<file path="src/fb_cfg.svh">
// Framebuffer doubler configuration
`ifndef FB_CFG_SVH
`define FB_CFG_SVH

// Datapath widths
`define FB_ADDR_W     16 // Memory word address
`define FB_COORD_W    9  // Source coordinate
`define FB_DISP_W     10 // Display coordinate

// Storage depths
`define FB_LINE_DEPTH 512 // One texel per source column
`define FB_PAL_DEPTH  256

// Register offsets decoded from ADDRESS[3:0]
`define FB_REG_CTRL   4'd0
`define FB_REG_X1     4'd1
`define FB_REG_Y1     4'd2
`define FB_REG_X2     4'd3
`define FB_REG_Y2     4'd4
`define FB_REG_STRIDE 4'd9
`define FB_REG_BASE   4'd10

`endif

</file>
<file path="src/fb_pkg.sv">
// Framebuffer doubler types
`include "fb_cfg.svh"

package fb_pkg;

	// Palette index as stored in memory
	typedef logic [7:0] texel_t;

	// ARGB 4:4:4:4
	typedef logic [15:0] color_t;

	typedef logic [`FB_COORD_W-1:0] coord_t;

	// Register block contents
	typedef struct packed {
		logic        enable;
		coord_t      x1;
		coord_t      x2;
		coord_t      y1;
		coord_t      y2;
		coord_t      stride; // Bytes per source row
		logic [15:0] base;   // Byte address of top-left texel
	} fb_cfg_t;

endpackage

</file>
<file path="src/fb_regs.sv">
// CPU register block
`timescale 1ns/1ps
`include "fb_cfg.svh"

module fb_regs import fb_pkg::*; (
	input  logic        CLK,
	input  logic        RSTb,
	input  logic [7:0]  ADDRESS,
	input  logic [15:0] DATA_IN,
	input  logic        WR_reg,
	output fb_cfg_t     cfg
);

	always_ff @(posedge CLK) begin
		if (!RSTb) begin
			cfg <= '0;
		end else if (WR_reg) begin
			case (ADDRESS[3:0])
				`FB_REG_CTRL:
					cfg.enable <= DATA_IN[0];
				`FB_REG_X1:
					cfg.x1 <= DATA_IN[`FB_COORD_W-1:0];
				`FB_REG_Y1:
					cfg.y1 <= DATA_IN[`FB_COORD_W-1:0];
				`FB_REG_X2:
					cfg.x2 <= DATA_IN[`FB_COORD_W-1:0]; // Inclusive
				`FB_REG_Y2:
					cfg.y2 <= DATA_IN[`FB_COORD_W-1:0]; // Exclusive
				`FB_REG_STRIDE:
					cfg.stride <= DATA_IN[`FB_COORD_W-1:0];
				`FB_REG_BASE:
					cfg.base <= DATA_IN;
				default: ; // Unmapped offsets ignored
			endcase
		end
	end

endmodule

</file>
<file path="config.mk">
export PLATFORM = sky130hd
export DESIGN_NAME = fb_regs
export DESIGN_NICKNAME = d
export VERILOG_FILES = /design/src/fb_pkg.sv /design/src/fb_regs.sv
export VERILOG_INCLUDE_DIRS = /design/src
export SDC_FILE = /design/constraint.sdc
export NUM_CORES = 1
export LEC_CHECK = 0
export CAP_MARGIN = 20
export CORE_ASPECT_RATIO = 1.25
export CORE_MARGIN = 3
export CORE_UTILIZATION = 35
export DETAILED_ROUTE_END_ITERATION = 6
export DONT_BUFFER_PORTS = 1
export PLACE_DENSITY_LB_ADDON = 0.1
export SETUP_SLACK_MARGIN = 0.15
export SLEW_MARGIN = 40
export SYNTH_ARGS = -nofsm -noshare
export SYNTH_HDL_FRONTEND = slang
export SYNTH_SLANG_ARGS = --single-unit
</file>
<file path="constraint.sdc">
create_clock -name CLK -period 1.2 [get_ports CLK]
set_clock_uncertainty 0.15 [all_clocks]
set_input_delay 0.06 -clock CLK [delete_from_list [all_inputs] [get_ports CLK]]
set_output_delay 0.06 -clock CLK [all_outputs]
set_load 0.01 [all_outputs]
</file>
**After elaboration in Yosys (flattened, before gate mapping)**

Cells that the tools add are included.

- Equality and inequality tests: 6
- Reduce and logical (&&, ||, !) cells: 8

Operator list:

| kind | number |
|---|---|
| 2-bit AND reduction | 7 |
| 4-bit by 2-bit equality test with 1-bit output, second input constant | 2 |
| 4-bit equality test, second input constant | 2 |
| 4-bit by 1-bit equality test with 1-bit output, second input constant | 1 |
| 4-bit by 3-bit equality test with 1-bit output, second input constant | 1 |
| 4-bit zero test | 1 |

- Bits in registers: 62
- Input port bits: 27

**Longest topological paths before layout**

- Depth after elaboration: 2
- Depth in mapped cells: 5
- Mapped depth without buffers: 3

**Worst setup path after synthesis**

Ideal clock, no wire load.

- Path type: input to register
- From: input ADDRESS[2]
- To: register cfg[5] (netlist name)
- Arrival: 0.834 ns
- Buffers on the path: 2
- Setup time: 0.072 ns
- Data required time: 0.978 ns
- Cell stages on the path: 5
- Setup slack: 0.144 ns
- Cells stage by stage: nand3b_4 > nor3b_2 > buf_4 > buf_8 > mux2i_1

- Word-level cells in the longest chain between the ends: 2

Ends and longest elaborated chain:

| item | RTL line | source |
|---|---|---|
| from (decl) | fb_regs.sv:8 | `input logic [7:0] ADDRESS,` |
| 4-bit equality test | fb_regs.sv:18 | `case (ADDRESS[3:0])` |
| 2-bit AND reduction (no line) | -- |  |
| to (decl) | fb_regs.sv:11 | `output fb_cfg_t cfg` |

Every way passes these cells.
A chain may end at the register's enable or synchronous reset.

**Final worst setup path**

- From: register cfg[4] (netlist name)
- To: output cfg[4] (netlist name)

No word-level cell between the ends.

==> results.md <==
Placement:
- The count of port buffers added during placement is 0.
- The number of placed instances, taps included, is a little over 300.
- The post-detailed-placement half-perimeter wirelength is ~3.7 mm.
- The routability-driven placement congestion ratio is approximately 0.67.

Routing:
- The number of detailed-routing iterations run before antenna repair is 4.
- The via count is 1536.
- Summed over all layers, the routed wires come to a little under 6 mm.
- Detailed routing placed a total of about 2.7 mm of wire on met2.
- The number of DRC markers after the initial detailed-route iteration is 77.
- The detailed route wirelength on metal3 is 503 um.
- The routed length on met1 is roughly 2.5 mm.
- For this run, design rule violations remaining after detail routing come to 0.
- The number of nets with antenna violations after routing is 0.
- In this run the top signal layer used is met4.
- The ratio of routed vias to standard cells is between 4 and 5.
- The routed wirelength normalized by instance count is roughly 18 um.

Clock network:
- In this run the clock root is driven by a clkbuf_8.
- The quantity of gates resized following cts is 0.
- The clock tree from TritonCTS is done.
- The maximum buffer depth of the clock tree is 2.
- The post-CTS setup buffer count is 0.
- In this run, CTS created clock tree buffers numbering 9.
- The clock latency at the later pin of the worst-skew pair is ~0.32 ns.
- Clock tree synthesis found a total of a little over 60 sinks.
- After clock tree synthesis, the clock-pin slew on the worst setup and hold paths is about 0.06 ns.
- The H-tree was split into 3 levels.
- The number of buffers inserted by hold repair at cts is 7.

STA:
- Based on the critical path, the design can be clocked at up to about 1.1 GHz.
- Of the available clock period, the critical path in the final layout requires between 70% and 80%.
- Headroom to the max-slew limit came out at 74.6%.
- Hold timing on the final database bottoms out at a slack of -0.266 ns.
- Setup repair after global routing left no endpoint under its margin.
- The max-slew violation count is 0.
- The number of hold violations in the final report is 62.
- The final critical delay including setup and external delays is 0.947 ns.
- The number of endpoints failing setup at the final stage is 0.
- At the pin with the least slew margin, the transition time is approximately 0.38 ns.
- For the final routed database, the setup TNS stands at 0 ns.

Yosys:
- The fraction of the yosys area taken by sequential cells is 52.4%.
- For this run, asynchronously set or reset flops after synthesis account for 0%.
- The area share of the leading cell type in the synthesized netlist is between 50 and 60%.
- The top flip-flop cell by instance count after synthesis is dfxtp_1.
- The number of synthesis warnings is 0.
- The synthesized design spends more area on one cell type than any other, namely dfxtp_1.
- The cell count after synthesis is around 230.
- The mean area per synthesized cell is 10.4 um2.
- The most used standard cell by instance count after synthesis is nand2_1.
- The post-synth net total is 255.
- The commonest cells after synthesis are nand2_1, dfxtp_1, mux2i_1.
- The number of distinct library cell variants in the gate-level netlist after synthesis is 16.
- The synthesized design contains between 60 and 70 register bits.
- Summing every instance area after synthesis gives around 2400 um2.
- Yosys attributes the largest share of cell area to dfxtp_1, mux2i_1, nand2_1, nor3b_2, buf_4.
- The number of synthesized flops with an enable pin is 0.

Global routing:
- The number of global-route vias before repair is 1484.
- The total congestion overflow after global routing is 0.
- The maximum number of pins on one net before global-route repair is approximately 80.
- The global routing usage summed across all routing layers is between 15 and 20%.
- The number of antenna violations at the first check in global routing was 0.
- The global-route wire length before repair is 8.64 mm.

Pwr:
- The total power divided by cell area is approximately 1400 nW/um2.
- The leakage power figure is between 1 and 1.5 nW.
- The largest vdd supply drop is approximately 0.00051 V.

Setup path:
- In this run the worst path has a maximum fanout of 2.
- STA classifies the critical path startpoint as a flop.
- The data required time of the critical path is about 1 ns.
- The data arrival time of the critical path is approximately 0.74 ns.
- STA classifies the critical path endpoint as a primary output.
- By startpoint and endpoint, the worst setup path is classified as flop to primary output.

Outcome:
- The flow ran to the end, but the final reports show violations.
- The checks that failed: negative hold slack.

Layout:
- The number of diodes added for antenna fixing is 0.
- The total number of nets in the final design is approximately 260.
- The largest register by flop count is cfg.
- In the final layout, the registers with the most flip-flops are cfg (62).
- Excluding fillers, the count of instances in the completed layout stands at about 330.
- The flip-flop count of the largest register, all copies and words added is 62.
- In the final layout, the share of cells above drive strength 1 is about a tenth.
- The layout overhead on the synthesized area is 12.9%.

Die:
- The area of the core is 6370 um2.
- After floorplanning, the core was divided into 32 placement rows.
- From bottom edge to top edge, the die measures 98.0 um.
- The initial core utilization is 37.2%.
- The die width is about 80 um.
- The number of placed I/O pins is 89.
- The overall die area is between 7000 and 8000 um2.

Run:
- The tool flagged a number of max-cap violations equal to 0.

Min path:
- The tightest min-delay check is of the primary input to flop type.
[per-stage QoR]
step | setup slack (ns) | util [%] | hold WS [ns] | cell area (um2) | total power, mW
after global routing | 0.210 | 42.0 | -0.292 | 2680 | 4.02
after floorplan | 0.144 | - | 0.0521 | 2370 | 2.28
after CTS | 0.222 | 42.0 | -0.299 | 2680 | 3.90
after detailed placement | 0.0549 | 38.3 | 0.0647 | 2440 | 2.29
final | 0.253 | 42.0 | -0.266 | 2680 | 3.84
after global placement | 0.0847 | 38.3 | 0.0562 | 2440 | 2.29
[kinds of logic (layout without fill, tap and decap cells)]
family | after synthesis | in the layout | synth area share (%)
multiplexers | 62 | 62 | 26.2
AND/OR/NAND/NOR | 88 | 88 | 16.4
flip-flops | 62 | 62 | 52.4
buffers and inverters | 16 | 29 | 5.02
[final timing paths]
kind | from | end | cells past startpoint | slack, ns
worst max register to register | cfg[3] | cfg[3] | 2 | 0.38
worst min register to register | cfg[18] | cfg[18] | 2 | 0.35
worst min-delay path | RSTb | cfg[15] | 2 | -0.27
worst max-delay path | cfg[4] | cfg[4] | 0 | 0.25
[report_power, final]
part           total, mW  leakage [nW]  switching, mW  internal (mW)
Combinational      0.143         0.525         0.0774         0.0657
Clock               1.58        0.0861          0.784          0.796
Sequential          2.12         0.500         0.0308           2.08
Total               3.84          1.11          0.892           2.95
[layout by cell type, fill, tap and decap left out, drive strengths merged, types with 3 or more instances in the layout]
master,Yosys,routed
clkbuf,5,12
nor3b,3,3
buf,11,6
dfxtp,62,62
dlygate4sd3,0,7
nand3b,3,3
nand2,79,79
mux2i,62,62
clkinv,0,3
[final cells by class]
| class | count | area, um2 |
|---|---|---|
| Fill cell | 638 | 3690 |
| Sequential cell | 62 | 1240 |
| Tap cell | 85 | 106 |
| Multi-Input combinational cell | 150 | 1020 |
| Clock inverter | 4 | 22.5 |
| Timing Repair Buffer | 13 | 140 |
| Clock buffer | 12 | 145 |
[routing by layer]
metal	vias to the layer above	global-route usage, %
met4	0	7.14
met5	-	0
met2	58	23.3
li1	768	-
met1	700	18.4
met3	10	5.90
Power figures use the tool's default switching activity.
