$ cat config.mk
export PLATFORM = sky130hd
export DESIGN_NAME = pixel_out
export DESIGN_NICKNAME = d
export VERILOG_FILES = /design/src/fb_pkg.sv /design/src/dp_ram.sv /design/src/pixel_out.sv
export VERILOG_INCLUDE_DIRS = /design/src
export SDC_FILE = /design/constraint.sdc
export NUM_CORES = 2
export LEC_CHECK = 0
export BUFFER_PORTS_ARGS = -buffer_cell sky130_fd_sc_hd__buf_2
export CAP_MARGIN = 10
export CORE_AREA = 2 2 507 509
export CTS_CLUSTER_SIZE = 10
export DETAILED_ROUTE_END_ITERATION = 10
export DIE_AREA = 0 0 509 511
export HOLD_SLACK_MARGIN = 0.12
export PLACE_DENSITY = 0.79
export SLEW_MARGIN = 5
export SYNTH_ARGS = -nofsm -noshare
export SYNTH_HDL_FRONTEND = slang
export SYNTH_HIERARCHICAL = 1
export SYNTH_SLANG_ARGS = --single-unit
$ cat constraint.sdc
create_clock -name CLK -period 2.89 [get_ports CLK]
set_clock_uncertainty 0.1 [all_clocks]
set_input_delay 0.4335 -clock CLK [delete_from_list [all_inputs] [get_ports CLK]]
set_output_delay 0.4335 -clock CLK [all_outputs]
set_load 0.05 [all_outputs]
$ cat src/fb_cfg.svh
// Framebuffer doubler configuration
`ifndef FB_CFG_SVH
`define FB_CFG_SVH

// Datapath widths
`define FB_ADDR_W     16 // Memory word address
`define FB_COORD_W    9  // Source coordinate
`define FB_DISP_W     10 // Display coordinate

// Storage depths
`define FB_LINE_DEPTH 512 // One texel per source column
`define FB_PAL_DEPTH  256

// Register offsets decoded from ADDRESS[3:0]
`define FB_REG_CTRL   4'd0
`define FB_REG_X1     4'd1
`define FB_REG_Y1     4'd2
`define FB_REG_X2     4'd3
`define FB_REG_Y2     4'd4
`define FB_REG_STRIDE 4'd9
`define FB_REG_BASE   4'd10

`endif

$ cat src/fb_pkg.sv
// Framebuffer doubler types
`include "fb_cfg.svh"

package fb_pkg;

	// Palette index as stored in memory
	typedef logic [7:0] texel_t;

	// ARGB 4:4:4:4
	typedef logic [15:0] color_t;

	typedef logic [`FB_COORD_W-1:0] coord_t;

	// Register block contents
	typedef struct packed {
		logic        enable;
		coord_t      x1;
		coord_t      x2;
		coord_t      y1;
		coord_t      y2;
		coord_t      stride; // Bytes per source row
		logic [15:0] base;   // Byte address of top-left texel
	} fb_cfg_t;

endpackage

$ cat src/dp_ram.sv
// Simple dual-port RAM
`timescale 1ns/1ps
`include "fb_cfg.svh"

module dp_ram #(
	parameter type data_t = logic [7:0],
	parameter int  DEPTH  = `FB_LINE_DEPTH
) (
	input  logic                     CLK,
	input  logic                     we,
	input  logic [$clog2(DEPTH)-1:0] waddr,
	input  data_t                    wdata,
	input  logic [$clog2(DEPTH)-1:0] raddr,
	output data_t                    rdata
);

	data_t mem [DEPTH];

	always_ff @(posedge CLK) begin
		if (we)
			mem[waddr] <= wdata;
		rdata <= mem[raddr]; // Registered read with one cycle latency
	end

endmodule

$ cat src/pixel_out.sv
// Pixel readout and palette lookup
`timescale 1ns/1ps
`include "fb_cfg.svh"

module pixel_out import fb_pkg::*; (
	input  logic                  CLK,
	input  logic [7:0]            ADDRESS,
	input  logic [15:0]           DATA_IN,
	input  logic                  WR_pal,
	input  logic [`FB_DISP_W-1:0] display_x,
	input  logic [`FB_DISP_W-1:0] display_y,
	input  fb_cfg_t               cfg,
	output coord_t                line_raddr,
	input  texel_t                line_rdata,
	output color_t                color
);

	coord_t src_x;
	coord_t src_y;
	logic   hit;
	logic   hit_q1; // Aligned with buffer read
	logic   hit_q2; // Aligned with palette read
	color_t pal_rdata;

	// Each source pixel spans 2x2 display pixels
	assign src_x = display_x[`FB_DISP_W-1:1];
	assign src_y = display_y[`FB_DISP_W-1:1];

	assign line_raddr = src_x;

	assign hit = cfg.enable &&
		(src_y >= cfg.y1) && (src_y < cfg.y2) &&
		(src_x >= cfg.x1) && (src_x <= cfg.x2);

	always_ff @(posedge CLK) begin
		hit_q1 <= hit;
		hit_q2 <= hit_q1;
	end

	dp_ram #(
		.data_t (color_t),
		.DEPTH  (`FB_PAL_DEPTH)
	) u_palette (
		.CLK   (CLK),
		.we    (WR_pal),
		.waddr (ADDRESS),
		.wdata (DATA_IN),
		.raddr (line_rdata), // Texel indexes the palette directly
		.rdata (pal_rdata)
	);

	assign color = hit_q2 ? pal_rdata : '0; // Outside window is transparent black

endmodule

Word level (Yosys, flattened, before mapping) --
Memory sizes are Yosys's and may differ from the RTL's. A register that Yosys moved wholly into a read port is not among the register bits. Index checks and enable logic that the tools add are counted.
Word-level totals: bits in registers 2, RAM bits 4096, bits of input ports 116, output and inout bits 25, logic and storage cells 14, memories kept 1
Memories:
- u_palette.mem | depth 256, bits a word 16, rd ports 1, clocked after Yosys merged registers in 1, write ports 1, RTL line dp_ram.sv:17 | data_t mem [DEPTH];
Operators by class: order comparisons 4, multiplexer cells 3, reductions and logical operators 4
Operators with widths (count):
- >= comparator 9 bit | 2
- 2-to-1 mux 16 bit | 1
- less-or-equal comparator 9 bit | 1
- less-than comparator 9 bit | 1
- logical AND 1 bit | 4
- 2-to-1 mux 1 bit | 2

Depth between registers and ports, before layout --
depth in word-level cells 5, gate-level depth with buffers 12, depth with buffers taken out 7

Cells and area by module --
The synthesis kept the hierarchy.
Modules (own cells, without submodules):
- dp_ram | instances 1, cells each 7360, area each 158714.7 µm², sequential area each 123318.3 µm²
- pixel_out | instances 1, cells each 147, area each 1074.8 µm², sequential area each 40.0 µm²

Least setup slack after synthesis --
No wires, ideal clock.
kind input port to flip-flop, from input ADDRESS[3], to memory u_palette/mem[235][0] (netlist bit), enable pin, library setup time 388 ps, arrival 2210 ps, path slack 191 ps, stages 6, path buffers 3, cell sequence clkbuf_1 > nor2b_1 > clkbuf_1 > nand4_1 > clkbuf_1 > nor2_1
RTL lines:
- start: declaration | RTL line pixel_out.sv:7 | input logic [7:0] ADDRESS,
- end: declaration | RTL line dp_ram.sv:17
No word-level cell before the write port.

==> results.md <==
* Fin crit share at 103.0%
* Vias in the first global route at 88,450
* Post-layout instance count excluding filler cells at 12,160
* Area grow syn2layout at 15.25%
* Final Max Slew Viols at 0
* Sinks on Clock Net at 4,114
* Final Hold Fails at 0
* Setup repair after global routing missed its margin: false
* Arr. time, crit path at 3.70 ns
* Chip Width at 509 microns
* Result of the run: complete, but fails checks
* Number of vias in the routed layout at 88,050
* Via density per instance at 7.241
* Initial antenna violation count at 39
* Count of cells along the worst register-to-register path at 6
* Worst slew slack as a fraction of its limit at 6.708%
* Cell count after synthesis at 7,507
* Biggest fanout along the worst timing path at 32
* Ports placed on the boundary at 141
* Endpoint class of the critical path: flip-flop
* # port buffers at 113
* Violated checks: negative setup slack
* Largest net degree at the start of global routing at 113
* Fmax achieved at 336.0 MHz
* Setup-violating endpoint count in the final report at 5
* Final critical-path required period at 2.976 ns
* Class of the worst hold path: in -> reg
* Iteration-0 DRC count of the detailed router at 15,030
* Remaining antenna violation count after routing at 0
* Synth Area per Inst at 21.29 sq um
* Layout cells sized above 1 at 29.10%
* Number of filler cells placed in the layout at 13,390
* Commonest cells after routing, fill and taps aside: edfxtp_1 (4,096), buf_4 (870), mux4_2 (797)
* Post-Syn Nets at 7,658
* Startpoint types: input port
* Number of synthesis warnings at 6
* Die ar. at 0.2601 sq mm
* Final wirelength at 451.6 mm
* Fraction of synthesis flops using an asynchronous set or reset pin at 0%
* Final hold slack at 0.2055 ns
* Die Y at 511 microns
* Routed wire per std cell at 37.14 microns
* Seq. cell area at 0.1234 sq mm
* HPWL after detailed placement at 264.4 mm
* Maximum Capacitance Violations at 0
* Clock insertion delay at the later pin of the skew report at 0.96 ns
* Number of iterations in the first detailed-routing pass at 8
* First-pass GRT wire length at 640.8 mm
* Deepest level of the CTS H-tree at 5
* Detailed-route DRC error count at 0
* Root Buffer Master: clkbuf_16
* Total number of placement rows at 186
* Peak ir drop on the vdd network at 710.3 uV
* GRT overflow at 0
* Total GRT Usage at 34.74%
* Area inside the core boundary at 0.2553 sq mm
* Post-CTS Setup Bufs at 0
* Commonest non-fill, non-tap cell in the layout: edfxtp_1
* Main synth FF type: edfxtp_1
* Critical Setup Path Class: in -> reg
* Area of combinational cells with multiple inputs at 0.03373 sq mm
* Min setup slack post-route at -0.08609 ns
* Final GP Congestion at 0.9492
* Sequential cell area fraction in the yosys report at 77.20%
* Required time at the endpoint of the critical path at 3.62 ns
* Clock-pin transition on the worst setup and hold timing paths at 0.06 ns
* Synthesized area at 0.1598 sq mm
* Standby leakage power at 60.45 nW
* Starting Density at 62.59%
* Maximum buffer depth of the clock tree at 4
* Slew @ Worst Pin at 1.389 ns
* TritonCTS clock tree: yes
* Areal power density over the cells at 669.8 mW/mm^2
* Cts bufs inserted at 456
* Post-synthesis sequential element count at 4,114
* Worst hold stages at 4
* Count of unique library cells instantiated by Yosys at 58
* Placed cells at 11,560
* Number of enable flip-flop cells after synthesis at 4,096
* Nets at 8,811
final cells by class:
type                            count  area share (%)
Tap cell                         3384           2.299
Inverter                           39         0.08628
Sequential cell                  4114           66.98
Antenna cell                       22         0.02989
Timing Repair Buffer             1157           5.723
Multi-Input combinational cell   2892           18.32
Clock buffer                      531           6.407
Clock inverter                     20          0.1549
report_power, final:
group / internal, mW / switching, mW / leakage, nW
logic: 2.77 / 4.51 / 17.6
clock network: 28.4 / 21.7 / 5.90
registers: 65.8 / 0.121 / 37.0
total: 97.0 / 26.4 / 60.5
cell families after synthesis:
| logic type | after synthesis | share of synthesized area (%) |
|---|---|---|
| buffers and inverters | 501 | 1.809 |
| flip-flops | 4114 | 77.20 |
| AO/OA/AOI/OAI | 812 | 3.625 |
| multiplexers | 1450 | 15.39 |
| adder cells (fa/ha/maj) | 35 | 0.2741 |
| AND/OR/NAND/NOR | 595 | 1.698 |
worst paths after layout:
kind              slack, ns                          endpoint                            from
setup / recovery      -0.09       u_palette/rdata[14]$_DFF_P_                   line_rdata[0]
hold / removal         0.21  u_palette/mem[167][14]$_DFFE_PP_                      ADDRESS[1]
setup reg to reg      -0.06        u_palette/rdata[6]$_DFF_P_  u_palette/mem[30][6]$_DFFE_PP_
hold reg to reg        0.23                    hit_q2$_DFF_P_                  hit_q1$_DFF_P_
stage by stage:
| stage | util [%] | instance area, sq um | power (mW) | worst slack, ns | setup TNS (ns) |
|---|---|---|---|---|---|
| floorplan | - | 159800 | 70.46 | 0.1915 | 0 |
| global placement | 67.26 | 171700 | 73.79 | -1.069 | -11.42 |
| detailed placement | 67.26 | 171700 | 74.02 | -1.130 | -12.49 |
| CTS | 72.09 | 184000 | 123.2 | 0.01155 | 0 |
| global route | 72.12 | 184100 | 125.6 | 0.008112 | 0 |
| finish | 72.14 | 184200 | 123.4 | -0.08609 | -0.2353 |
critical path: stages:
cell	delay, ns
buf_12	0.21
buf_12	0.21
buf_12	0.28
buf_4	0.31
mux2i_1	0.13
o221ai_1	0.29
buf_4	0.19
a21oi_1	0.06
nor3_1	0.75
o32ai_1	0.20
buf_4	0.23
nor4_1	0.30
timing repair:
| item | CTS | global route |
|---|---|---|
| setup endpoints to repair | 5 | 7 |
| endpoints found under the hold margin | 1484 | 0 |
| gates cloned | 0 | 0 |
| gates resized for setup | 6 | 7 |
| hold buffers | 21 | 0 |
state kept, by name, indices dropped and copies added (netlist names):
register         cells
hit_q2               1
u_palette/mem     4096
hit_q1               1
u_palette/rdata     16
cells in the mapped netlist (all sizes together), types with 45 or more instances:
master	count	area share (%)
nor2	309	0.73
edfxtp	4096	77
nand2	45	0.11
nor3	93	0.29
o22ai	148	0.58
o221ai	253	1.4
mux4	797	11
mux2i	565	3.5
buf	231	1.2
clkbuf	231	0.54
a21oi	180	0.56
mux2	88	0.62
metal layers:
metal  part of all wire [%]  track usage [%]  up-vias
li1                       -                -    33870
met1                     32            45.55    44520
met2                     47            53.38     8027
met3                     15            10.51     1604
met4                    6.3            17.58       28
met5                  0.039                0        -
No activity file was read; power rests on OpenSTA's default activity.
