--- src/fb_cfg.svh ---
// Framebuffer doubler configuration
`ifndef FB_CFG_SVH
`define FB_CFG_SVH

// Datapath widths
`define FB_ADDR_W     16 // Memory word address
`define FB_COORD_W    9  // Source coordinate
`define FB_DISP_W     10 // Display coordinate

// Storage depths
`define FB_LINE_DEPTH 512 // One texel per source column
`define FB_PAL_DEPTH  256

// Register offsets decoded from ADDRESS[3:0]
`define FB_REG_CTRL   4'd0
`define FB_REG_X1     4'd1
`define FB_REG_Y1     4'd2
`define FB_REG_X2     4'd3
`define FB_REG_Y2     4'd4
`define FB_REG_STRIDE 4'd9
`define FB_REG_BASE   4'd10

`endif

--- src/fb_pkg.sv ---
// Framebuffer doubler types
`include "fb_cfg.svh"

package fb_pkg;

	// Palette index as stored in memory
	typedef logic [7:0] texel_t;

	// ARGB 4:4:4:4
	typedef logic [15:0] color_t;

	typedef logic [`FB_COORD_W-1:0] coord_t;

	// Register block contents
	typedef struct packed {
		logic        enable;
		coord_t      x1;
		coord_t      x2;
		coord_t      y1;
		coord_t      y2;
		coord_t      stride; // Bytes per source row
		logic [15:0] base;   // Byte address of top-left texel
	} fb_cfg_t;

endpackage

--- src/scanline_fetch.sv ---
// Scanline fetch engine
`timescale 1ns/1ps
`include "fb_cfg.svh"

module scanline_fetch import fb_pkg::*; (
	input  logic                  CLK,
	input  logic                  RSTb,
	input  logic                  H_tick,
	input  logic [`FB_DISP_W-1:0] display_y,
	input  fb_cfg_t               cfg,
	input  logic [15:0]           memory_data,
	input  logic                  rready,
	output logic [`FB_ADDR_W-1:0] memory_address,
	output logic                  rvalid,
	output logic                  line_we,
	output coord_t                line_waddr,
	output texel_t                line_wdata
);

	typedef enum logic [1:0] {
		ST_IDLE,
		ST_FETCH, // Request held until rready
		ST_WRITE  // Texel into back bank
	} state_t;

	state_t state;

	logic [`FB_COORD_W:0]   next_row; // Source row for the coming line pair
	logic [`FB_COORD_W:0]   row_rel;
	logic [2*`FB_COORD_W:0] row_off;
	logic [`FB_ADDR_W:0]    row_start;
	logic [`FB_ADDR_W:0]    byte_addr; // Byte address one bit wider than the word address
	coord_t                 col;
	texel_t                 texel;
	logic                   start;

	assign next_row = {1'b0, display_y[`FB_DISP_W-1:1]} + 1'b1;

	// Kick off on the swap tick when the next row lies in the window
	assign start = H_tick && !display_y[0] && cfg.enable &&
		(next_row >= {1'b0, cfg.y1}) && (next_row < {1'b0, cfg.y2});

	// Row start = base + (row - y1) * stride
	assign row_rel   = next_row - {1'b0, cfg.y1};
	assign row_off   = row_rel * cfg.stride;
	assign row_start = {1'b0, cfg.base} + row_off[`FB_ADDR_W:0];

	always_ff @(posedge CLK) begin
		if (!RSTb) begin
			state <= ST_IDLE;
		end else begin
			case (state)
				ST_IDLE: begin
					if (start)
						state <= ST_FETCH;
				end
				ST_FETCH: begin
					if (rready)
						state <= ST_WRITE;
				end
				ST_WRITE: begin
					if (col == cfg.x2)
						state <= ST_IDLE; // Row complete
					else
						state <= ST_FETCH;
				end
				default:
					state <= ST_IDLE;
			endcase
		end
	end

	// Address and texel registers
	always_ff @(posedge CLK) begin
		case (state)
			ST_IDLE: begin
				if (start) begin
					byte_addr <= row_start;
					col       <= cfg.x1;
				end
			end
			ST_FETCH: begin
				if (rready)
					texel <= byte_addr[0] ? memory_data[15:8] : memory_data[7:0];
			end
			ST_WRITE: begin
				col       <= col + 1'b1;
				byte_addr <= byte_addr + 1'b1;
			end
			default: ;
		endcase
	end

	assign memory_address = byte_addr[`FB_ADDR_W:1]; // Steady through the request
	assign rvalid         = (state == ST_FETCH);
	assign line_we        = (state == ST_WRITE);
	assign line_waddr     = col; // Buffer indexed by source column
	assign line_wdata     = texel;

endmodule

--- config.mk ---
export PLATFORM = sky130hd
export DESIGN_NAME = scanline_fetch
export DESIGN_NICKNAME = d
export VERILOG_FILES = /design/src/fb_pkg.sv /design/src/scanline_fetch.sv
export VERILOG_INCLUDE_DIRS = /design/src
export SDC_FILE = /design/constraint.sdc
export NUM_CORES = 1
export LEC_CHECK = 0
export BUFFER_PORTS_ARGS = -buffer_cell sky130_fd_sc_hd__buf_2
export CAP_MARGIN = 20
export CORE_MARGIN = 2
export CORE_UTILIZATION = 40
export CTS_CLUSTER_DIAMETER = 60
export CTS_CLUSTER_SIZE = 10
export DETAILED_ROUTE_END_ITERATION = 16
export SLEW_MARGIN = 40
export SYNTH_ARGS = -nofsm -noshare
export SYNTH_HDL_FRONTEND = slang
export SYNTH_SLANG_ARGS = --single-unit
export TNS_END_PERCENT = 100
--- constraint.sdc ---
create_clock -name CLK -period 17.65 [get_ports CLK]
set_clock_uncertainty 0.2 [all_clocks]
set_input_delay 2.6475 -clock CLK [delete_from_list [all_inputs] [get_ports CLK]]
set_output_delay 2.6475 -clock CLK [all_outputs]
set_load 0.05 [all_outputs]
After elaboration in Yosys (flattened, before gate mapping)
Cells that the tools add are included.
{"block": "word_totals", "register_bits": 36, "output_inout_bits": 35, "elab_cells": 36}
{"block": "op_classes", "n_lt_le_gt_ge": 2, "n_reduce_logical": 10, "n_eq_ne": 5, "n_addsub": 5, "muxes": 9, "mul": 1}
{"operator": "case mux 17 bit (2 select lines)", "count": 1}
{"operator": "case mux 9 bit (2 select lines)", "count": 1}
{"operator": "adder 16 x 17 -> 17 bit", "count": 1}
{"operator": "adder 17 x 1 -> 17 bit (second input constant)", "count": 1}
{"operator": "multiplier 10 x 9 -> 17 bit", "count": 1}
{"operator": "two-way mux 17 bit", "count": 1}
{"operator": "adder 9 x 1 -> 10 bit (second input constant)", "count": 1}
{"operator": ">= comparator 10 x 9 -> 1 bit", "count": 1}
{"operator": "< comparator 10 x 9 -> 1 bit", "count": 1}
{"operator": "subtractor 10 x 9 -> 10 bit", "count": 1}
{"operator": "adder 9 x 1 -> 9 bit (second input constant)", "count": 1}
{"operator": "equality test 9 bit", "count": 1}
{"operator": "two-way mux 9 bit", "count": 1}
{"operator": "two-way mux 8 bit", "count": 1}
{"operator": "case mux 2 bit (3 select lines)", "count": 1}
{"operator": "AND reduction 2 bit", "count": 3}
{"operator": "logical AND 1 bit", "count": 4}
{"operator": "two-way mux 2 bit", "count": 2}
{"operator": "inequality test 2 bit (second input constant)", "count": 2}
{"operator": "equality test 2 x 1 -> 1 bit (second input constant)", "count": 1}
{"operator": "equality test 2 bit (second input constant)", "count": 1}
{"operator": "logical NOT 2 bit", "count": 1}
{"operator": "nonzero test 2 bit", "count": 1}
{"operator": "logical NOT 1 bit", "count": 1}
{"operator": "two-way mux 1 bit", "count": 1}

Logic depth before layout (Yosys ltp)
Gate-level depths: netlist of the first run.
{"block": "depth", "depth_word": 7, "mapped_depth": 28, "depth_no_buf": 28}

Least setup slack after synthesis of the first run
Ideal clock, no wire load.
{"block": "synth_timing", "path_type": "input-to-reg", "start": "input port display_y[1]", "end": "register byte_addr[16], data pin", "path_buffers": 0, "path_stages": 23, "required_ns": 17.304, "setup_slack_ns": 8.467, "t_arrival_ns": 8.837, "cell_sequence": "ha_1 ha_1 nor2b_1 o211ai_1 a311oi_1 a21oi_1 xnor2_1 and2_1 fa_1 fa_1 fa_1 fa_1 inv_1 fa_1 inv_1 ha_1 a21o_1 a21oi_1 o221ai_1 or4_1 a21oi_1 xnor3_1 a21oi_1"}
{"block": "synth_between", "elab_chain_cells": 6}
{"element": "start: declaration", "line_no": "scanline_fetch.sv:9", "text": "input logic [`FB_DISP_W-1:0] display_y,"}
{"element": "adder 9 x 1 -> 10 bit", "line_no": "scanline_fetch.sv:37", "text": "assign next_row = {1'b0, display_y[`FB_DISP_W-1:1]} + 1'b1;"}
{"element": "subtractor 10 x 9 -> 10 bit", "line_no": "scanline_fetch.sv:44", "text": "assign row_rel = next_row - {1'b0, cfg.y1};"}
{"element": "multiplier 10 x 9 -> 17 bit", "line_no": "scanline_fetch.sv:45", "text": "assign row_off = row_rel * cfg.stride;"}
{"element": "adder 16 x 17 -> 17 bit", "line_no": "scanline_fetch.sv:46", "text": "assign row_start = {1'b0, cfg.base} + row_off[`FB_ADDR_W:0];"}
{"element": "two-way mux 17 bit", "line_no": "scanline_fetch.sv:77", "text": "if (start) begin"}
{"element": "case mux 17 bit (2 select lines)", "line_no": "scanline_fetch.sv:75", "text": "case (state)"}
{"element": "end signal: assignment", "line_no": "scanline_fetch.sv:78", "text": "byte_addr <= row_start;"}
{"element": "end signal: assignment", "line_no": "scanline_fetch.sv:88", "text": "byte_addr <= byte_addr + 1'b1;"}
{"element": "end: declaration", "line_no": "scanline_fetch.sv:32", "text": "logic [`FB_ADDR_W:0] byte_addr;"}
Every way passes these cells. The select of a mux whose other input is x is not followed.
A chain may end at the register's enable or synchronous reset.

Final worst setup path of the first run
Ends and elaborated chain as after synthesis.

==> flow_summary.ini, run 1 <==
[clock_network]
cts_setup_buffers = 0
path_clk_slew_ns = 0.05
tritoncts = built
post_cts_resized = 0
cts-buffers-inserted = 5
clockRootBuffer = clkbuf_16
cts-hold-fix-buffers = 0
cts.sinks = 36
clockBufferDepth = 2
cts_max_level = 2
clk_latency_ns = 0.28

[floorplan]
die-width_um = 127
rows = 45
die_y_um = 127
ioPinCount = 127
start_util = 0.405
die_area_um2 = 16200
core_um2 = 15000

[global_routing]
globalRouteTotalUtil = 0.169
grt_pass1_wl_um = 22600
grt_max_degree = 37
overflow = 0
antenna_found_initial = 0
grt_pass1_vias = 4738

[critical_path]
worstPathArrival_ns = 9.55
critPathLaunchType = input pin
cp-end-kind = register
crit_type = in -> reg
ff2ff_path_depth = 8
crit_fanout = 9
required_ns = 17.58

[layout]
num-fill-cells = 1493
drive_gt1_frac = 0.200
area_growth_pct = 14.5
fin_cells = 978
antennaDiodeCount = 0
layout.nets = 1009

[synthesis]
yosysWarnings = 0
yosysMostFrequentCell = inv_1
yosysUniqueCellTypes = 48
synth_seq_area_share = 0.174
avgSynthCellArea_um2 = 8.92
synthFlopType = edfxtp_1
ys_async_sr_fraction = 0
synth_nets = 902
ys_ff_latch = 36
synth.top_cell.area_share = 0.227
synth_edf_count = 34
ys_top_cells_by_area = fa_1 23%, edfxtp_1 17%, ha_1 12%
yosys.area.top_type = fa_1
postSynthCellCount = 682
yosys-top-cells-count = 120 x inv_1, 81 x nand2_1, 69 x fa_1
netlist_area_um2 = 6080

[sta]
min_period_ns = 9.62
rsz0062_at_grt = false
slew_headroom = 0.468
max_freq_mhz = 104
hold_viol_final = 0
worst_slew_pin_slew_ns = 0.792
fin_crit_sh = 0.545
drv_slew = 0
tns_ns = 0
final-setup-viol-count = 0

[route]
num_vias = 4687
dr.pass1.iters = 5
drcViolationCount = 0
postRouteAntennaNets = 0
first_iter_violations = 158
wirelength_um = 13100
avgViaCountPerCell = 4.79
avgRoutedWirePerCell_um = 13.4

[run]
cap_violations = 0

[place]
dp_cells = 970
place_congestion = 0.824
dp_hpwl_um = 11000
io_buffer_count = 126

[hold_path]
hold_class = reg -> reg
hold_depth = 2

[outcome]
status = finished, final reports clean
==> logic make-up after synthesis <==
family          Yosys count  share of synthesized area
compound gates           77                     0.0771
simple gates            219                      0.184
flops                    36                      0.174
mux                      12                     0.0216
fa+ha+maj               128                      0.348
xor+xnor                 62                     0.0928
buf+inv                 148                      0.101
==> registers in the layout, summed over array words and instances, names as in the netlist <==
| register | flops |
|---|---|
| byte_addr | 17 |
| line_waddr | 9 |
| state | 2 |
| line_wdata | 8 |
==> metrics by stage <==
stage               utilization  setup WS (ns)  hold slack [ns]  cell area, um2
floorplan                     -           8.47            0.432            6080
global placement          0.452           7.92            0.474            6800
detailed placement        0.452           7.78            0.471            6800
CTS                       0.463           8.04            0.483            6970
global route              0.463           7.47            0.524            6970
finish                    0.463           8.03            0.477            6970
==> per-layer routing <==
metal,global-route usage,share of wire,vias to the layer above
met1,0.235,0.49,2176
li1,-,-,2392
met4,0.0317,0.0076,0
met2,0.287,0.46,113
met3,0.0214,0.045,6
met5,0,0,-
==> area by class of cell <==
type	instances	area (um2)	area share
clock buffer	5	125	0.0180
clock inverter	3	42.5	0.00611
multi-input combinational	498	4410	0.632
timing repair buffer	128	646	0.0927
sequential	36	1060	0.152
inverter	120	450	0.0647
tap	188	235	0.0338
==> critical path: stages <==
cell and delay, ns:
buf_2 0.12, ha_1 0.35, ha_1 0.31, nor2b_1 0.17
o211ai_1 0.12, a311oi_1 0.43, a21oi_1 0.14, xnor2_1 0.58
and2_1 0.24, fa_1 0.43, fa_1 0.47, fa_1 0.51
fa_1 0.54, inv_1 0.05, fa_1 0.50, inv_1 0.04
ha_1 0.37, a21o_1 0.21, a21oi_1 0.13, o221ai_1 0.15
or4_1 0.48, a21oi_1 0.17, xnor3_1 0.23, a21oi_1 0.15
==> final timing paths <==
check	slack [ns]	to	start
min	0.48	state[1]	state[1]
min reg2reg	0.48	state[1]	state[1]
max reg2reg	15.28	byte_addr[13]	byte_addr[0]
max	8.03	byte_addr[16]	display_y[1]
==> placed cells by master, fill, tap and decap left out, types with 6 or more instances in the layout <==
cell and n:
nor3_1 9, mux2_2 9, nand2_1 81, o21ai_0 20
ha_1 59, nand3_1 19, fa_1 69, edfxtp_1 34
a21oi_1 23, a21o_1 6, buf_2 126, xor2_1 19
nor2b_1 10, o21a_1 7, and2_2 6, nand4_1 6
xnor2_1 41, nor2_1 24, inv_1 120, and2_1 43
Power of run 1 is left out: the tool's default activity adds up to more than one toggle a clock period on the data nets, which glitch-free logic cannot reach.
==> run 2: changes to the inputs <==
Clock period 17.65 ns to 8.5 ns, I/O delays scaled along.
==> run 2 against run 1 <==
Against the previous run: flip-flop and latch count stayed put; largest cell class unchanged; final cell count grew 0.72%; setup slack got worse by 7.5 ns; wire length grew 0.56%; register-to-register slack lost 9.2 ns.
==> flow_summary.ini, run 2 (synthesized netlist as in run 1, its figures left out) <==
[sta]
slew_headroom = 0.470
worst_slew_pin_slew_ns = 0.785
drv_slew = 0
min_period_ns = 7.99
hold_ws_ns = 0.490
rsz0062_at_grt = false
fin_crit_sh = 0.940
final-setup-viol-count = 0
max_freq_mhz = 125
hold_viol_final = 0
tns_ns = 0

[route]
num_vias = 4711
avgViaCountPerCell = 4.78
avgRoutedWirePerCell_um = 13.3
drcViolationCount = 0
dr.pass1.iters = 4
wirelength_um = 13100
first_iter_violations = 171
postRouteAntennaNets = 0

[critical_path]
ff2ff_path_depth = 8
crit_fanout = 8
worstPathArrival_ns = 7.93
critPathLaunchType = input pin
worst_path_largest_cell_delay_ns = 0.62
crit_slowest_cell = or4b_2
startpoint = display_y[1]
r2r_end = byte_addr[13]
crit_type = in -> reg
required_ns = 8.44
worstReg2RegStart = byte_addr[0]
crit_path_frequent_cell = fa_1
reg2reg_slack_ns = 6.08
cp-end-kind = register
crit_path_end = byte_addr[16]

[global_routing]
gr-usage-met1 = 0.243
overflow = 0
met2_usage = 0.289
antenna_found_initial = 0
grt_pass1_vias = 4738
grt_pass1_wl_um = 22600
grtUsageMet3 = 0.0159
top_usage_layer = met2
grt_max_degree = 37
globalRouteTotalUtil = 0.172

[outcome]
status = finished, final reports clean

[floorplan]
die_y_um = 127
start_util = 0.405
die_area_um2 = 16200
rows = 45
core_um2 = 15000
die-width_um = 127
ioPinCount = 127

[clock_network]
cts-buffers-inserted = 5
cts_max_level = 2
post_cts_resized = 0
clockRootBuffer = clkbuf_16
cts-hold-fix-buffers = 0
path_clk_slew_ns = 0.06
clk_latency_ns = 0.28
clockBufferDepth = 2
cts_setup_buffers = 0
cts.sinks = 36
tritoncts = built

[layout]
multi_input_area_um2 = 4410
stdcell_area_um2 = 7020
final_cell_mix = 126 x buf_2, 120 x inv_1, 80 x nand2_1, 69 x fa_1, 59 x ha_1
largest_reg_flops = 17
drive_gt1_frac = 0.208
antennaDiodeCount = 0
layout.nets = 1016
seqCellArea_um2 = 1060
num-fill-cells = 1497
area_growth_pct = 15.4
regMostFlops = byte_addr
final_common_cell = buf_2

[hold_path]
hold_class = reg -> reg

[place]
io_buffer_count = 126
dpl_cell_area_um2 = 6850
dp_hpwl_um = 11200
place_congestion = 0.866

[run]
cap_violations = 0
## run 2: cell types whose count changed in the layout (fill, tap and decap cells not counted)
cell | before | now
nand2_2 | 1 | 2
buf_4 | 2 | 9
nand2_1 | 81 | 80
## run 2: worst min-delay path by stage
stage,end,from,cells after the start,slack [ns]
final,state[1],state[1],2,0.49
after global routing,state[1],state[1],2,0.52
after CTS,state[1],state[1],2,0.48
after detailed placement,state[1],state[1],2,0.47
after global placement,state[1],state[1],2,0.47
after floorplan,byte_addr[1],byte_addr[0],3,0.43
## run 2: critical path: cells and delay by family
kind                     cells  cell delay [ns]
adder cells (fa/ha/maj)      8             3.26
AND/OR/NAND/NOR              6             1.64
AO/OA/AOI/OAI                6             1.10
XOR/XNOR                     2             0.41
buffers and inverters        4             0.25
## run 2: area by class of cell
type | count | share of cell area
clock buffers | 5 | 0.0178
clock inverters | 3 | 0.00606
inverters | 120 | 0.0642
multi-input cells | 498 | 0.628
flip-flops and latches | 36 | 0.151
well taps | 188 | 0.0335
repair buffers | 135 | 0.0994
## run 2: per-layer routing
metal | routed length (um) | vias to the layer above
li1 | - | 2406
met1 | 6320 | 2181
met2 | 6070 | 118
met3 | 666 | 6
met4 | 81 | 0
met5 | 0 | -
## run 2: per-stage QoR
stage | std cells | worst slack, ns | utilization
after detailed placement | 977 | 0.189 | 0.456
after global placement | 977 | 0.275 | 0.456
after CTS | 985 | 0.489 | 0.467
after global routing | 985 | 0.0529 | 0.467
after floorplan | 682 | 0.690 | -
final | 985 | 0.508 | 0.467
Power of run 2 is left out for the same reason.
==> run 3: changes to the inputs <==
Clock period 8.5 ns to 10.18 ns, I/O delays scaled along.
==> run 3 against run 2 <==
Against the previous run: sequential share of layout area grew 0.13 points; global-route usage grew 0.25 points; final cell count shrank 0.61%; die area is the same; critical endpoint unchanged.
==> flow_summary.ini, run 3 (synthesized netlist as in run 1, its figures left out) <==
[layout]
multi_input_area_um2 = 4420
antennaDiodeCount = 0
largest_reg_flops = 17
layout.nets = 1010
seqCellArea_um2 = 1060
num-fill-cells = 1491
area_growth_pct = 14.4
final_common_cell = buf_2
final_util = 0.463
drive_gt1_frac = 0.202
final_cell_mix = 126 x buf_2, 120 x inv_1, 81 x nand2_1, 69 x fa_1, 59 x ha_1
regMostFlops = byte_addr

[floorplan]
die_y_um = 127
die_area_um2 = 16200
rows = 45
ioPinCount = 127
die-width_um = 127
core_um2 = 15000
start_util = 0.405

[place]
place_congestion = 0.820
io_buffer_count = 126
dp_hpwl_um = 11300

[critical_path]
crit_fanout = 9
critPathBufInv = 3
crit_path_frequent_cell = fa_1
worst_path_largest_cell_delay_ns = 0.57
path_delay_family = adder cells
required_ns = 10.12
crit_type = in -> reg
worstReg2RegStart = byte_addr[0]
critPathLaunchType = input pin
crit_slowest_cell = xnor2_1
worstPathArrival_ns = 8.46
cp-end-kind = register
startpoint = display_y[3]

[route]
postRouteAntennaNets = 0
dr.pass1.iters = 4
first_iter_violations = 174
num_vias = 4724
avgRoutedWirePerCell_um = 13.7
drcViolationCount = 0
avgViaCountPerCell = 4.83
wirelength_um = 13500

[clock_network]
cts-hold-fix-buffers = 0
path_clk_slew_ns = 0.06
clockRootBuffer = clkbuf_16
tritoncts = built
cts_max_level = 2
cts.sinks = 36
clockBufferDepth = 2
cts_setup_buffers = 0
cts-buffers-inserted = 5
clk_latency_ns = 0.28
post_cts_resized = 0

[global_routing]
grt_max_degree = 37
grt_pass1_vias = 4869
antenna_found_initial = 0
globalRouteTotalUtil = 0.174
overflow = 0
grt_pass1_wl_um = 23100

[sta]
fin_crit_sh = 0.837
slew_headroom = 0.518
drv_slew = 0
hold_viol_final = 0
final-setup-viol-count = 0
max_freq_mhz = 117
rsz0062_at_grt = false
tns_ns = 0
worst_slew_pin_slew_ns = 0.721
min_period_ns = 8.53

[outcome]
status = finished, final reports clean

[run]
cap_violations = 0

[hold_path]
hp-start = state[1]
hold_class = reg -> reg
[run 3: cell types whose count changed in the layout (fill, tap and decap cells not counted), sizes merged]
cell,delta
clkinvlp,-1
buf,-6
clkinv,+2
bufinv,-1
[run 3: path summary, 6_finish.rpt]
check,slack [ns],depth (start not counted),to
max,1.65,25,byte_addr[16]
min,0.48,2,state[1]
min reg2reg,0.48,2,state[1]
max reg2reg,7.82,8,byte_addr[13]
[run 3: layer usage]
| layer | vias up | share of wire | GRT usage |
|---|---|---|---|
| met4 | 0 | 0.012 | 0.0433 |
| li1 | 2395 | - | - |
| met3 | 13 | 0.043 | 0.0159 |
| met2 | 126 | 0.46 | 0.292 |
| met5 | - | 0 | 0 |
| met1 | 2190 | 0.48 | 0.244 |
[run 3: cell type report]
class	count	area share
Tap cell	188	0.0338
Clock buffer	5	0.0180
Clock inverter	3	0.00198
Inverter	120	0.0647
Multi-Input combinational cell	498	0.635
Sequential cell	36	0.152
Timing Repair Buffer	129	0.0939
[run 3: per-stage QoR]
stage	instances	instance area [um2]	hold slack, ns	setup WS [ns]
after global routing	979	6960	0.517	1.21
final	979	6960	0.475	1.65
after floorplan	682	6080	0.432	2.12
after CTS	979	6950	0.480	1.66
after global placement	971	6810	0.474	1.59
after detailed placement	971	6810	0.470	1.41
[run 3: worst register-to-register path: stages, from the launching register on]
cell and delay [ns]:
edfxtp_1 0.61, and4_1 0.29, and4_1 0.32, nand3_1 0.13
xnor2_1 0.15, nor2_1 0.11, a21oi_1 0.06, a31oi_1 0.16
mux2i_1 0.08
Power of run 3 is left out for the same reason.
